### config.mk
export PLATFORM = sky130hd
export DESIGN_NAME = int_pipeline
export DESIGN_NICKNAME = d
export VERILOG_FILES = /design/src/logic/isa_pkg.sv /design/src/logic/pipe_pkg.sv /design/src/logic/int_pipeline.sv /design/src/logic/pipeline_control.sv /design/src/logic/execute_unit.sv /design/src/logic/operand_forward.sv /design/src/logic/reg_file.sv /design/src/logic/instr_decoder.sv
export VERILOG_INCLUDE_DIRS = /design/src /design/src/logic
export SDC_FILE = /design/constraint.sdc
export NUM_CORES = 2
export LEC_CHECK = 0
export ABC_AREA = 1
export ABC_CLOCK_PERIOD_IN_PS = 5860
export CAP_MARGIN = 20
export CORE_ASPECT_RATIO = 0.8
export CORE_MARGIN = 2
export CORE_UTILIZATION = 30
export DETAILED_ROUTE_END_ITERATION = 8
export DONT_BUFFER_PORTS = 1
export PLACE_DENSITY = 0.47
export SYNTH_ARGS = -nofsm -noshare
export SYNTH_HDL_FRONTEND = slang
export SYNTH_SLANG_ARGS = --single-unit
### constraint.sdc
create_clock -name clk -period 5.86 [get_ports clk]
set_input_delay 1.172 -clock clk [delete_from_list [all_inputs] [get_ports clk]]
set_output_delay 1.172 -clock clk [all_outputs]
set_load 0.03 [all_outputs]
### src/logic/core_macros.svh
`ifndef CORE_MACROS_SVH
`define CORE_MACROS_SVH

// Datapath sizing for the integer pipeline

// Data word and instruction word width
`define CORE_DATA_W 32

// Register address width
`define CORE_REG_ADDR_W 5

// General registers, r0 included
`define CORE_REG_COUNT 32

// Shift amount field and variable shift width
`define CORE_SHAMT_W 5

`endif
### src/logic/isa_pkg.sv
package isa_pkg;

    // Major opcodes, bits 31:26
    typedef enum logic [5:0] {
        OP_SPECIAL = 6'h00,
        OP_ADDI    = 6'h08,
        OP_ADDIU   = 6'h09,
        OP_ANDI    = 6'h0c,
        OP_ORI     = 6'h0d,
        OP_XORI    = 6'h0e,
        OP_LUI     = 6'h0f
    } opcode_e;

    // SPECIAL function codes, bits 5:0
    typedef enum logic [5:0] {
        FN_SLL  = 6'h00,
        FN_SRL  = 6'h02,
        FN_SRA  = 6'h03,
        FN_SLLV = 6'h04,
        FN_SRLV = 6'h06,
        FN_SRAV = 6'h07,
        FN_MOVZ = 6'h0a,
        FN_MOVN = 6'h0b,
        FN_ADD  = 6'h20,
        FN_ADDU = 6'h21,
        FN_SUB  = 6'h22,
        FN_SUBU = 6'h23,
        FN_AND  = 6'h24,
        FN_OR   = 6'h25,
        FN_XOR  = 6'h26,
        FN_NOR  = 6'h27,
        FN_SLT  = 6'h2a,
        FN_SLTU = 6'h2b
    } funct_e;

    // ALU operation
    typedef enum logic [3:0] {
        ALU_ADD, ALU_ADDU, ALU_SUB, ALU_SUBU, ALU_AND, ALU_OR,
        ALU_XOR, ALU_NOR, ALU_SLT, ALU_SLTU, ALU_LUI
    } alu_op_e;

    // Barrel shifter kind
    typedef enum logic [1:0] {SH_SLL, SH_SRL, SH_SRA} shift_op_e;

    // Which unit drives the result word
    typedef enum logic [1:0] {RES_ALU, RES_SHIFT, RES_MOVE} res_sel_e;

endpackage

### src/logic/pipe_pkg.sv
`include "core_macros.svh"

package pipe_pkg;

    typedef logic [`CORE_DATA_W-1:0] word_t;
    typedef logic [`CORE_REG_ADDR_W-1:0] reg_addr_t;

    // Decoded control for one instruction
    typedef struct packed {
        isa_pkg::alu_op_e         alu_op;
        isa_pkg::shift_op_e       shift_op;
        isa_pkg::res_sel_e        res_sel;
        // Second ALU operand from immediate
        logic                     use_imm;
        // Variable shift, amount from rs
        logic                     shamt_from_reg;
        logic [`CORE_SHAMT_W-1:0] shamt;
        logic                     reg_w;
        // Drop the write on signed overflow
        logic                     of_w_disable;
        logic                     movz;
        logic                     movn;
    } ctrl_t;

    // Execute stage payload
    typedef struct packed {
        ctrl_t     ctrl;
        reg_addr_t rs_addr;
        reg_addr_t rt_addr;
        reg_addr_t rd_addr;
        // Register file values, before forwarding
        word_t     op_a;
        word_t     op_b;
        word_t     imm_ext;
    } ex_stage_t;

    // Architectural effect of one instruction
    typedef struct packed {
        reg_addr_t rd_addr;
        word_t     data;
        logic      write;
    } result_t;

endpackage

### src/logic/int_pipeline.sv
`timescale 1ns/1ps

module int_pipeline (
    input  logic              clk,
    input  logic              rst_n,
    input  pipe_pkg::word_t   instr,
    input  logic              instr_valid,
    output logic              instr_ready,
    output pipe_pkg::result_t result,
    output logic              result_valid,
    input  logic              result_ready
);

    logic                advance;
    logic                ex_valid;
    logic                rf_wr_en;
    pipe_pkg::word_t     dec_instr;
    pipe_pkg::ctrl_t     dec_ctrl;
    pipe_pkg::reg_addr_t dec_rs_addr;
    pipe_pkg::reg_addr_t dec_rt_addr;
    pipe_pkg::reg_addr_t dec_rd_addr;
    pipe_pkg::word_t     dec_imm_ext;
    pipe_pkg::word_t     rs_data;
    pipe_pkg::word_t     rt_data;
    pipe_pkg::ex_stage_t ex_q;
    pipe_pkg::word_t     fwd_a;
    pipe_pkg::word_t     fwd_b;
    pipe_pkg::result_t   ex_result;

    pipeline_control i_pipeline_control (
        .clk          (clk),
        .rst_n        (rst_n),
        .instr_valid  (instr_valid),
        .instr_ready  (instr_ready),
        .result_valid (result_valid),
        .result_ready (result_ready),
        .advance      (advance),
        .ex_valid     (ex_valid)
    );

    ////////////////////
    // Decode stage
    ////////////////////

    instr_decoder i_instr_decoder (
        .instr   (dec_instr),
        .ctrl    (dec_ctrl),
        .rs_addr (dec_rs_addr),
        .rt_addr (dec_rt_addr),
        .rd_addr (dec_rd_addr),
        .imm_ext (dec_imm_ext)
    );

    // Retiring result writes back as it leaves
    assign rf_wr_en = result_valid && result_ready && result.write;

    reg_file i_reg_file (
        .clk     (clk),
        .rst_n   (rst_n),
        .rs_addr (dec_rs_addr),
        .rt_addr (dec_rt_addr),
        .rs_data (rs_data),
        .rt_data (rt_data),
        .wr_en   (rf_wr_en),
        .wr_addr (result.rd_addr),
        .wr_data (result.data)
    );

    ////////////////////
    // Execute stage
    ////////////////////

    operand_forward i_operand_forward (
        .ex         (ex_q),
        .held       (result),
        .held_valid (result_valid),
        .op_a       (fwd_a),
        .op_b       (fwd_b)
    );

    execute_unit i_execute_unit (
        .ctrl    (ex_q.ctrl),
        .op_a    (fwd_a),
        .op_b    (fwd_b),
        .imm_ext (ex_q.imm_ext),
        .rd_addr (ex_q.rd_addr),
        .result  (ex_result)
    );

    // Stage payloads, bubbles carry don't-care data
    always_ff @(posedge clk) begin
        if (advance) begin
            dec_instr <= instr;
            ex_q      <= '{ctrl: dec_ctrl, rs_addr: dec_rs_addr, rt_addr: dec_rt_addr,
                           rd_addr: dec_rd_addr, op_a: rs_data, op_b: rt_data,
                           imm_ext: dec_imm_ext};
        end
        // Result slot only reloads behind a real instruction
        if (advance && ex_valid) begin
            result <= ex_result;
        end
    end

    // Refused result is presented unchanged
    a_result_stable: assert property (@(posedge clk) disable iff (!rst_n)
        result_valid && !result_ready |=> $stable(result))
        else $error("FAIL: result changed while stalled");

endmodule

### src/logic/pipeline_control.sv
`timescale 1ns/1ps

module pipeline_control (
    input  logic clk,
    input  logic rst_n,
    input  logic instr_valid,
    output logic instr_ready,
    output logic result_valid,
    input  logic result_ready,
    output logic advance,
    output logic ex_valid
);

    // Decode slot occupied
    logic dec_valid;

    // Whole pipe moves unless a held result is refused
    assign advance     = !result_valid || result_ready;
    assign instr_ready = advance;

    // Valid bits shift one stage per advance
    always_ff @(posedge clk or negedge rst_n) begin
        if (!rst_n) begin
            dec_valid    <= 1'b0;
            ex_valid     <= 1'b0;
            result_valid <= 1'b0;
        end else if (advance) begin
            dec_valid    <= instr_valid;
            ex_valid     <= dec_valid;
            result_valid <= ex_valid;
        end
    end

    ////////////////////
    // Checks
    ////////////////////

    // Back-pressure freezes every stage
    a_stall_hold: assert property (@(posedge clk) disable iff (!rst_n)
        result_valid && !result_ready |=> result_valid && $stable(ex_valid) && $stable(dec_valid))
        else $error("FAIL: pipeline moved while the result was stalled");

    // Upstream keeps an offered instruction until it is taken
    a_instr_hold: assert property (@(posedge clk) disable iff (!rst_n)
        instr_valid && !instr_ready |=> instr_valid)
        else $error("FAIL: instruction withdrawn before it was accepted");

endmodule

### src/logic/execute_unit.sv
`timescale 1ns/1ps
`include "core_macros.svh"

module execute_unit (
    input  pipe_pkg::ctrl_t     ctrl,
    input  pipe_pkg::word_t     op_a,
    input  pipe_pkg::word_t     op_b,
    input  pipe_pkg::word_t     imm_ext,
    input  pipe_pkg::reg_addr_t rd_addr,
    output pipe_pkg::result_t   result
);

    localparam int MSB = `CORE_DATA_W - 1;

    pipe_pkg::word_t          alu_b;
    pipe_pkg::word_t          sum;
    pipe_pkg::word_t          diff;
    pipe_pkg::word_t          alu_out;
    pipe_pkg::word_t          shift_out;
    logic [`CORE_SHAMT_W-1:0] shamt;
    logic                     overflow;
    logic                     move_ok;

    ////////////////////
    // Operand selection
    ////////////////////

    // Immediate replaces rt for I-type
    assign alu_b = ctrl.use_imm ? imm_ext : op_b;
    // Variable shifts take the low bits of rs
    assign shamt = ctrl.shamt_from_reg ? op_a[`CORE_SHAMT_W-1:0] : ctrl.shamt;

    ////////////////////
    // ALU
    ////////////////////

    assign sum  = op_a + alu_b;
    assign diff = op_a - alu_b;

    always_comb begin
        alu_out  = sum;
        overflow = 1'b0;
        case (ctrl.alu_op)
            isa_pkg::ALU_ADD: begin
                // Same signs in, different sign out
                overflow = (op_a[MSB] == alu_b[MSB]) && (sum[MSB] != op_a[MSB]);
            end
            isa_pkg::ALU_ADDU: alu_out = sum;
            isa_pkg::ALU_SUB: begin
                alu_out  = diff;
                overflow = (op_a[MSB] != alu_b[MSB]) && (diff[MSB] != op_a[MSB]);
            end
            isa_pkg::ALU_SUBU: alu_out = diff;
            isa_pkg::ALU_AND:  alu_out = op_a & alu_b;
            isa_pkg::ALU_OR:   alu_out = op_a | alu_b;
            isa_pkg::ALU_XOR:  alu_out = op_a ^ alu_b;
            isa_pkg::ALU_NOR:  alu_out = ~(op_a | alu_b);
            isa_pkg::ALU_SLT: begin
                alu_out    = '0;
                alu_out[0] = $signed(op_a) < $signed(alu_b);
            end
            isa_pkg::ALU_SLTU: begin
                alu_out    = '0;
                alu_out[0] = op_a < alu_b;
            end
            // Immediate into the upper half
            isa_pkg::ALU_LUI: alu_out = {alu_b[15:0], 16'h0000};
            default: ;
        endcase
    end

    ////////////////////
    // Barrel shifter
    ////////////////////

    // Shifts always act on rt
    always_comb begin
        case (ctrl.shift_op)
            isa_pkg::SH_SRL: shift_out = op_b >> shamt;
            isa_pkg::SH_SRA: shift_out = $signed(op_b) >>> shamt;
            default:         shift_out = op_b << shamt;
        endcase
    end

    ////////////////////
    // Result and write qualification
    ////////////////////

    // MOVZ on rt zero, MOVN on rt non-zero
    assign move_ok = ctrl.movz ? (op_b == '0) :
                     ctrl.movn ? (op_b != '0) : 1'b1;

    always_comb begin
        result.rd_addr = rd_addr;
        case (ctrl.res_sel)
            isa_pkg::RES_SHIFT: result.data = shift_out;
            isa_pkg::RES_MOVE:  result.data = op_a;
            default:            result.data = alu_out;
        endcase
        result.write = ctrl.reg_w && move_ok && !(ctrl.of_w_disable && overflow);
    end

endmodule

### src/logic/operand_forward.sv
`timescale 1ns/1ps

module operand_forward (
    input  pipe_pkg::ex_stage_t ex,
    input  pipe_pkg::result_t   held,
    input  logic                held_valid,
    output pipe_pkg::word_t     op_a,
    output pipe_pkg::word_t     op_b
);

    // Held result is the instruction just ahead of execute
    logic held_live;
    logic fwd_a;
    logic fwd_b;

    // Overflowed or failed moves carry write low and are skipped
    assign held_live = held_valid && held.write && (held.rd_addr != '0);

    assign fwd_a = held_live && (held.rd_addr == ex.rs_addr);
    assign fwd_b = held_live && (held.rd_addr == ex.rt_addr);

    // rs side
    assign op_a = fwd_a ? held.data : ex.op_a;
    // rt side
    assign op_b = fwd_b ? held.data : ex.op_b;

endmodule

### src/logic/reg_file.sv
`timescale 1ns/1ps
`include "core_macros.svh"

module reg_file (
    input  logic                clk,
    input  logic                rst_n,
    input  pipe_pkg::reg_addr_t rs_addr,
    input  pipe_pkg::reg_addr_t rt_addr,
    output pipe_pkg::word_t     rs_data,
    output pipe_pkg::word_t     rt_data,
    input  logic                wr_en,
    input  pipe_pkg::reg_addr_t wr_addr,
    input  pipe_pkg::word_t     wr_data
);

    pipe_pkg::word_t regs [`CORE_REG_COUNT];

    // Architectural state starts cleared, r0 never written
    always_ff @(posedge clk or negedge rst_n) begin
        if (!rst_n) begin
            for (int i = 0; i < `CORE_REG_COUNT; i++) begin
                regs[i] <= '0;
            end
        end else if (wr_en && wr_addr != '0) begin
            regs[wr_addr] <= wr_data;
        end
    end

    // Reads see a same-cycle write
    assign rs_data = (rs_addr == '0) ? '0 :
                     (wr_en && wr_addr == rs_addr) ? wr_data : regs[rs_addr];
    assign rt_data = (rt_addr == '0) ? '0 :
                     (wr_en && wr_addr == rt_addr) ? wr_data : regs[rt_addr];

    // r0 stays zero across every write
    a_r0_zero: assert property (@(posedge clk) disable iff (!rst_n) regs[0] == '0)
        else $error("FAIL: register 0 holds a non-zero value");

endmodule

### src/logic/instr_decoder.sv
`timescale 1ns/1ps

module instr_decoder (
    input  pipe_pkg::word_t     instr,
    output pipe_pkg::ctrl_t     ctrl,
    output pipe_pkg::reg_addr_t rs_addr,
    output pipe_pkg::reg_addr_t rt_addr,
    output pipe_pkg::reg_addr_t rd_addr,
    output pipe_pkg::word_t     imm_ext
);

    isa_pkg::opcode_e opcode;
    isa_pkg::funct_e  funct;
    // R-type writes rd and I-type writes rt
    logic             r_type;
    logic             sign_imm;

    assign opcode = isa_pkg::opcode_e'(instr[31:26]);
    assign funct  = isa_pkg::funct_e'(instr[5:0]);

    always_comb begin
        // Unknown encodings fall out as a non-writing ADDU
        ctrl.alu_op         = isa_pkg::ALU_ADDU;
        ctrl.shift_op       = isa_pkg::SH_SLL;
        ctrl.res_sel        = isa_pkg::RES_ALU;
        ctrl.use_imm        = 1'b0;
        ctrl.shamt_from_reg = 1'b0;
        ctrl.shamt          = instr[10:6];
        ctrl.reg_w          = 1'b0;
        ctrl.of_w_disable   = 1'b0;
        ctrl.movz           = 1'b0;
        ctrl.movn           = 1'b0;
        r_type              = 1'b0;
        sign_imm            = 1'b0;
        case (opcode)
            isa_pkg::OP_SPECIAL: begin
                r_type     = 1'b1;
                ctrl.reg_w = 1'b1;
                case (funct)
                    isa_pkg::FN_ADD: begin
                        ctrl.alu_op       = isa_pkg::ALU_ADD;
                        ctrl.of_w_disable = 1'b1;
                    end
                    isa_pkg::FN_ADDU: ctrl.alu_op = isa_pkg::ALU_ADDU;
                    isa_pkg::FN_SUB: begin
                        ctrl.alu_op       = isa_pkg::ALU_SUB;
                        ctrl.of_w_disable = 1'b1;
                    end
                    isa_pkg::FN_SUBU: ctrl.alu_op = isa_pkg::ALU_SUBU;
                    isa_pkg::FN_AND:  ctrl.alu_op = isa_pkg::ALU_AND;
                    isa_pkg::FN_OR:   ctrl.alu_op = isa_pkg::ALU_OR;
                    isa_pkg::FN_XOR:  ctrl.alu_op = isa_pkg::ALU_XOR;
                    isa_pkg::FN_NOR:  ctrl.alu_op = isa_pkg::ALU_NOR;
                    isa_pkg::FN_SLT:  ctrl.alu_op = isa_pkg::ALU_SLT;
                    isa_pkg::FN_SLTU: ctrl.alu_op = isa_pkg::ALU_SLTU;
                    // Fixed shifts take the amount from bits 10:6
                    isa_pkg::FN_SLL, isa_pkg::FN_SRL, isa_pkg::FN_SRA: begin
                        ctrl.res_sel  = isa_pkg::RES_SHIFT;
                        ctrl.shift_op = isa_pkg::shift_op_e'(
                            funct[1:0] - 2'd1 + {1'b0, ~|funct[1:0]});
                    end
                    // Variable shifts take the amount from rs
                    isa_pkg::FN_SLLV, isa_pkg::FN_SRLV, isa_pkg::FN_SRAV: begin
                        ctrl.res_sel        = isa_pkg::RES_SHIFT;
                        ctrl.shamt_from_reg = 1'b1;
                        ctrl.shift_op       = isa_pkg::shift_op_e'(
                            funct[1:0] - 2'd1 + {1'b0, ~|funct[1:0]});
                    end
                    isa_pkg::FN_MOVZ: begin
                        ctrl.res_sel = isa_pkg::RES_MOVE;
                        ctrl.movz    = 1'b1;
                    end
                    isa_pkg::FN_MOVN: begin
                        ctrl.res_sel = isa_pkg::RES_MOVE;
                        ctrl.movn    = 1'b1;
                    end
                    default: ctrl.reg_w = 1'b0;
                endcase
            end
            isa_pkg::OP_ADDI: begin
                ctrl.alu_op       = isa_pkg::ALU_ADD;
                ctrl.of_w_disable = 1'b1;
                sign_imm          = 1'b1;
            end
            isa_pkg::OP_ADDIU: begin
                ctrl.alu_op = isa_pkg::ALU_ADDU;
                sign_imm    = 1'b1;
            end
            isa_pkg::OP_ANDI: ctrl.alu_op = isa_pkg::ALU_AND;
            isa_pkg::OP_ORI:  ctrl.alu_op = isa_pkg::ALU_OR;
            isa_pkg::OP_XORI: ctrl.alu_op = isa_pkg::ALU_XOR;
            isa_pkg::OP_LUI:  ctrl.alu_op = isa_pkg::ALU_LUI;
            default: ;
        endcase
        // Every kept I-type uses the immediate and writes rt
        if (opcode inside {isa_pkg::OP_ADDI, isa_pkg::OP_ADDIU, isa_pkg::OP_ANDI,
                isa_pkg::OP_ORI, isa_pkg::OP_XORI, isa_pkg::OP_LUI}) begin
            ctrl.use_imm = 1'b1;
            ctrl.reg_w   = 1'b1;
        end
    end

    // Register fields
    assign rs_addr = instr[25:21];
    assign rt_addr = instr[20:16];
    assign rd_addr = r_type ? instr[15:11] : instr[20:16];

    // Sign extension only for the add immediates
    assign imm_ext = {{16{sign_imm & instr[15]}}, instr[15:0]};

endmodule

==> reports/metrics.yaml <==
cells_and_area:
  layout-drive-gt1-share_pct: 6.73
  multi_input_area_um2: 36000
  fill_cells: 26066
  seqCellArea_um2: 31100
  area_growth_pct: 11.6
  finalNetCount: 9802
synthesis:
  ys_top_cells_by_count: "2294 x nand2_1, 2273 x o21ai_0, 1027 x dfrtp_1"
  synth-seq-cells: 1207
  synth_top_cell_by_area: "dfrtp_1"
  synth_most_common_cell: "nand2_1"
  ys.warnings.count: 0
  async_reset_ff_share_pct: 85.1
  syn_area_per_cell_um2: 7.23
  yosysSeqAreaShare_pct: 42.6
  syn-num-nets: 10250
  synth_top_cell_area_share_pct: 35.2
  synthesis.area_um2: 73100
  synthTopCellsByArea: "dfrtp_1 35%, o21ai_0 16%, nand2_1 12%"
  synth_cells: 10111
  yosys_most_used_dff: "dfrtp_1"
  synth_edf_count: 180
  synthDistinctLibCells: 74
sta:
  maxSlewViolCount: 0
  hold_viol_final: 0
  worst_pin_slew_ps: 1320
  skew_ps: 66.6
  fin_crit_ps: 5640
  fmax_ghz: 0.177
  whs_ps: 174
  finalSetupTns_ps: 0
  finalSetupViolations: 0
  relSlewSlack_pct: 12.0
  rsz0062_at_grt: "false"
  fin_crit_sh_pct: 96.3
worst_setup_path:
  r2r_end: "result[0]"
  crit-reg2reg-launch: "result[33]"
  critical_path.max_stage_delay_ps: 610
  cp.arrival_ps: 6230
  path_common_cell: "inv_1"
  end_kind: "flip-flop"
  critPathLaunchType: "flip-flop"
  worstSetupPathType: "reg2reg"
  crit_path_top_delay_cell: "edfxtp_1"
  rrSetupSlack_ps: 220
  worstPathRequired_ps: 6450
  path_max_fanout: 39
  reg2reg_depth: 26
global_route:
  antenna_found_initial: 20
  grt_max_degree: 265
  grt-ovfl-total: 0
  grt_pass1_wl_um: 510000
  grt_usage_pct: 28.2
  grt_pass1_vias: 68025
placed_design:
  gp_congestion: 0.977
  io_buffers: 0
  dp_hpwl_um: 232000
detailed_routing:
  dr.pass1.iters: 9
  route.detailed.drc: 0
  drtIter0Drc: 8694
  num_vias: 72851
  via_per_inst: 5.62
  wl_per_cell_um: 27.5
  drt-total-wl_um: 357000
  ant_nets: 0
clock_tree:
  clockBufferDepth: 4
  cts_sinks: 1207
  cts-buffers-inserted: 151
  path_clk_slew_ps: 70
  cts_max_level: 4
  clockRootBuffer: "clkbuf_16"
  cts_tree: "done"
  clock_latency_ps: 860
die:
  die_w_um: 556
  initial_core_util_pct: 30.1
  ioPinCount: 76
  fp-row-count: 162
  die_y_um: 445
  dieArea_um2: 248000
  core_area_um2: 243000
power:
  vdd_drop_max_mv: 0.241
  p_per_area_nw_per_um2: 481
  leakage_nw: 34.9
min_path:
  worstHoldPathType: "in2async"
job:
  cap_violations: 0
outcome:
  status: "finished clean"
repair_timing:
action,4_1_cts,5_1_grt
gates resized for setup,0,3
endpoints found under the setup margin,0,6
endpoints found under the hold margin,48,0
hold buffers,2,0
buffers inserted,0,0
kinds of logic (layout without fill, tap and decap cells):
group	count (synthesis)	after routing	synth area share (%)
and+or+nand+nor	3701	3701	21.1
AOI/OAI and AO/OA	3476	3476	25.6
buffers and inverters	1602	1259	8.65
DFF	1207	1207	42.6
adders and majority gates	103	103	1.78
xor gates and xnor gates	20	20	0.281
muxes	2	2	0.0291
other	0	3	0
metrics by stage:
stage / util (%) / area (um2) / setup WS, ps / power, mW / cells
after floorplan: - / 73100 / 166 / 22.8 / 10111
after detailed placement: 31.5 / 76500 / 411 / 29.3 / 12703
final: 33.6 / 81500 / 217 / 39.2 / 12969
after global routing: 33.6 / 81500 / 16.0 / 41.7 / 12966
after CTS: 33.5 / 81400 / 357 / 39.2 / 12963
after global placement: 31.5 / 76500 / 405 / 29.3 / 12702
sequential cells by signal (all words and copies together), names as in the netlist:
signal / count
i_pipeline_control.dec_valid: 1
i_pipeline_control.ex_valid: 1
dec_instr: 32
result: 38
i_pipeline_control.result_valid: 1
i_reg_file.regs: 1024
ex_q: 110
per-layer routing:
layer  vias to the layer above  part of all wire, %  global-route usage (%)
met1                     35664                   47                    41.4
met2                      3173                   42                    41.9
met3                       557                  7.5                    4.56
met4                         8                  3.6                    9.30
met5                         -                0.013                       0
li1                      33449                    -                       -
cells in the final DEF, fill, tap and decap left out, types with 107 or more instances in the layout:
cell type  instances
buf_4            246
o22ai_1          133
nand2_1         2286
clkbuf_16        156
nand4_1          107
inv_1            671
o21ai_0         2267
o211ai_1         287
nand3_1          690
edfxtp_1         180
dfrtp_1         1027
a21oi_1          642
nor2_1           491
report_power, final:
group	internal, mW	switching (mW)	leakage, nW
sequential	11.1	2.03	15.8
clock	5.68	4.00	2.43
combinational	4.69	11.7	16.7
critical path: cells and delay by family, from the launching register on:
| kind | cells | cell delay [ps] |
|---|---|---|
| AND/OR/NAND/NOR | 12 | 2190 |
| flip-flops | 1 | 610 |
| AO/OA/AOI/OAI | 4 | 870 |
| XOR/XNOR | 1 | 200 |
| buffers and inverters | 8 | 1050 |
| adder cells (fa/ha/maj) | 1 | 420 |
how the worst max path moves through the flow:
stage	endpoint	startpoint
floorplan	instr_ready	result_ready
global placement	result[0]	result[33]
detailed placement	result[0]	result[33]
CTS	result[0]	result[33]
global route	result[0]	result[33]
finish	result[0]	result[33]
layout make-up:
class / count / area share (%)
inverters: 710 / 3.30
multi-input cells: 7302 / 44.1
diodes: 3 / 0.00921
clock inverters: 44 / 0.620
well taps: 3198 / 4.91
flip-flops and latches: 1207 / 38.2
clock buffers: 214 / 5.43
repair buffers: 291 / 3.43
(Power assumes the default switching activity.)
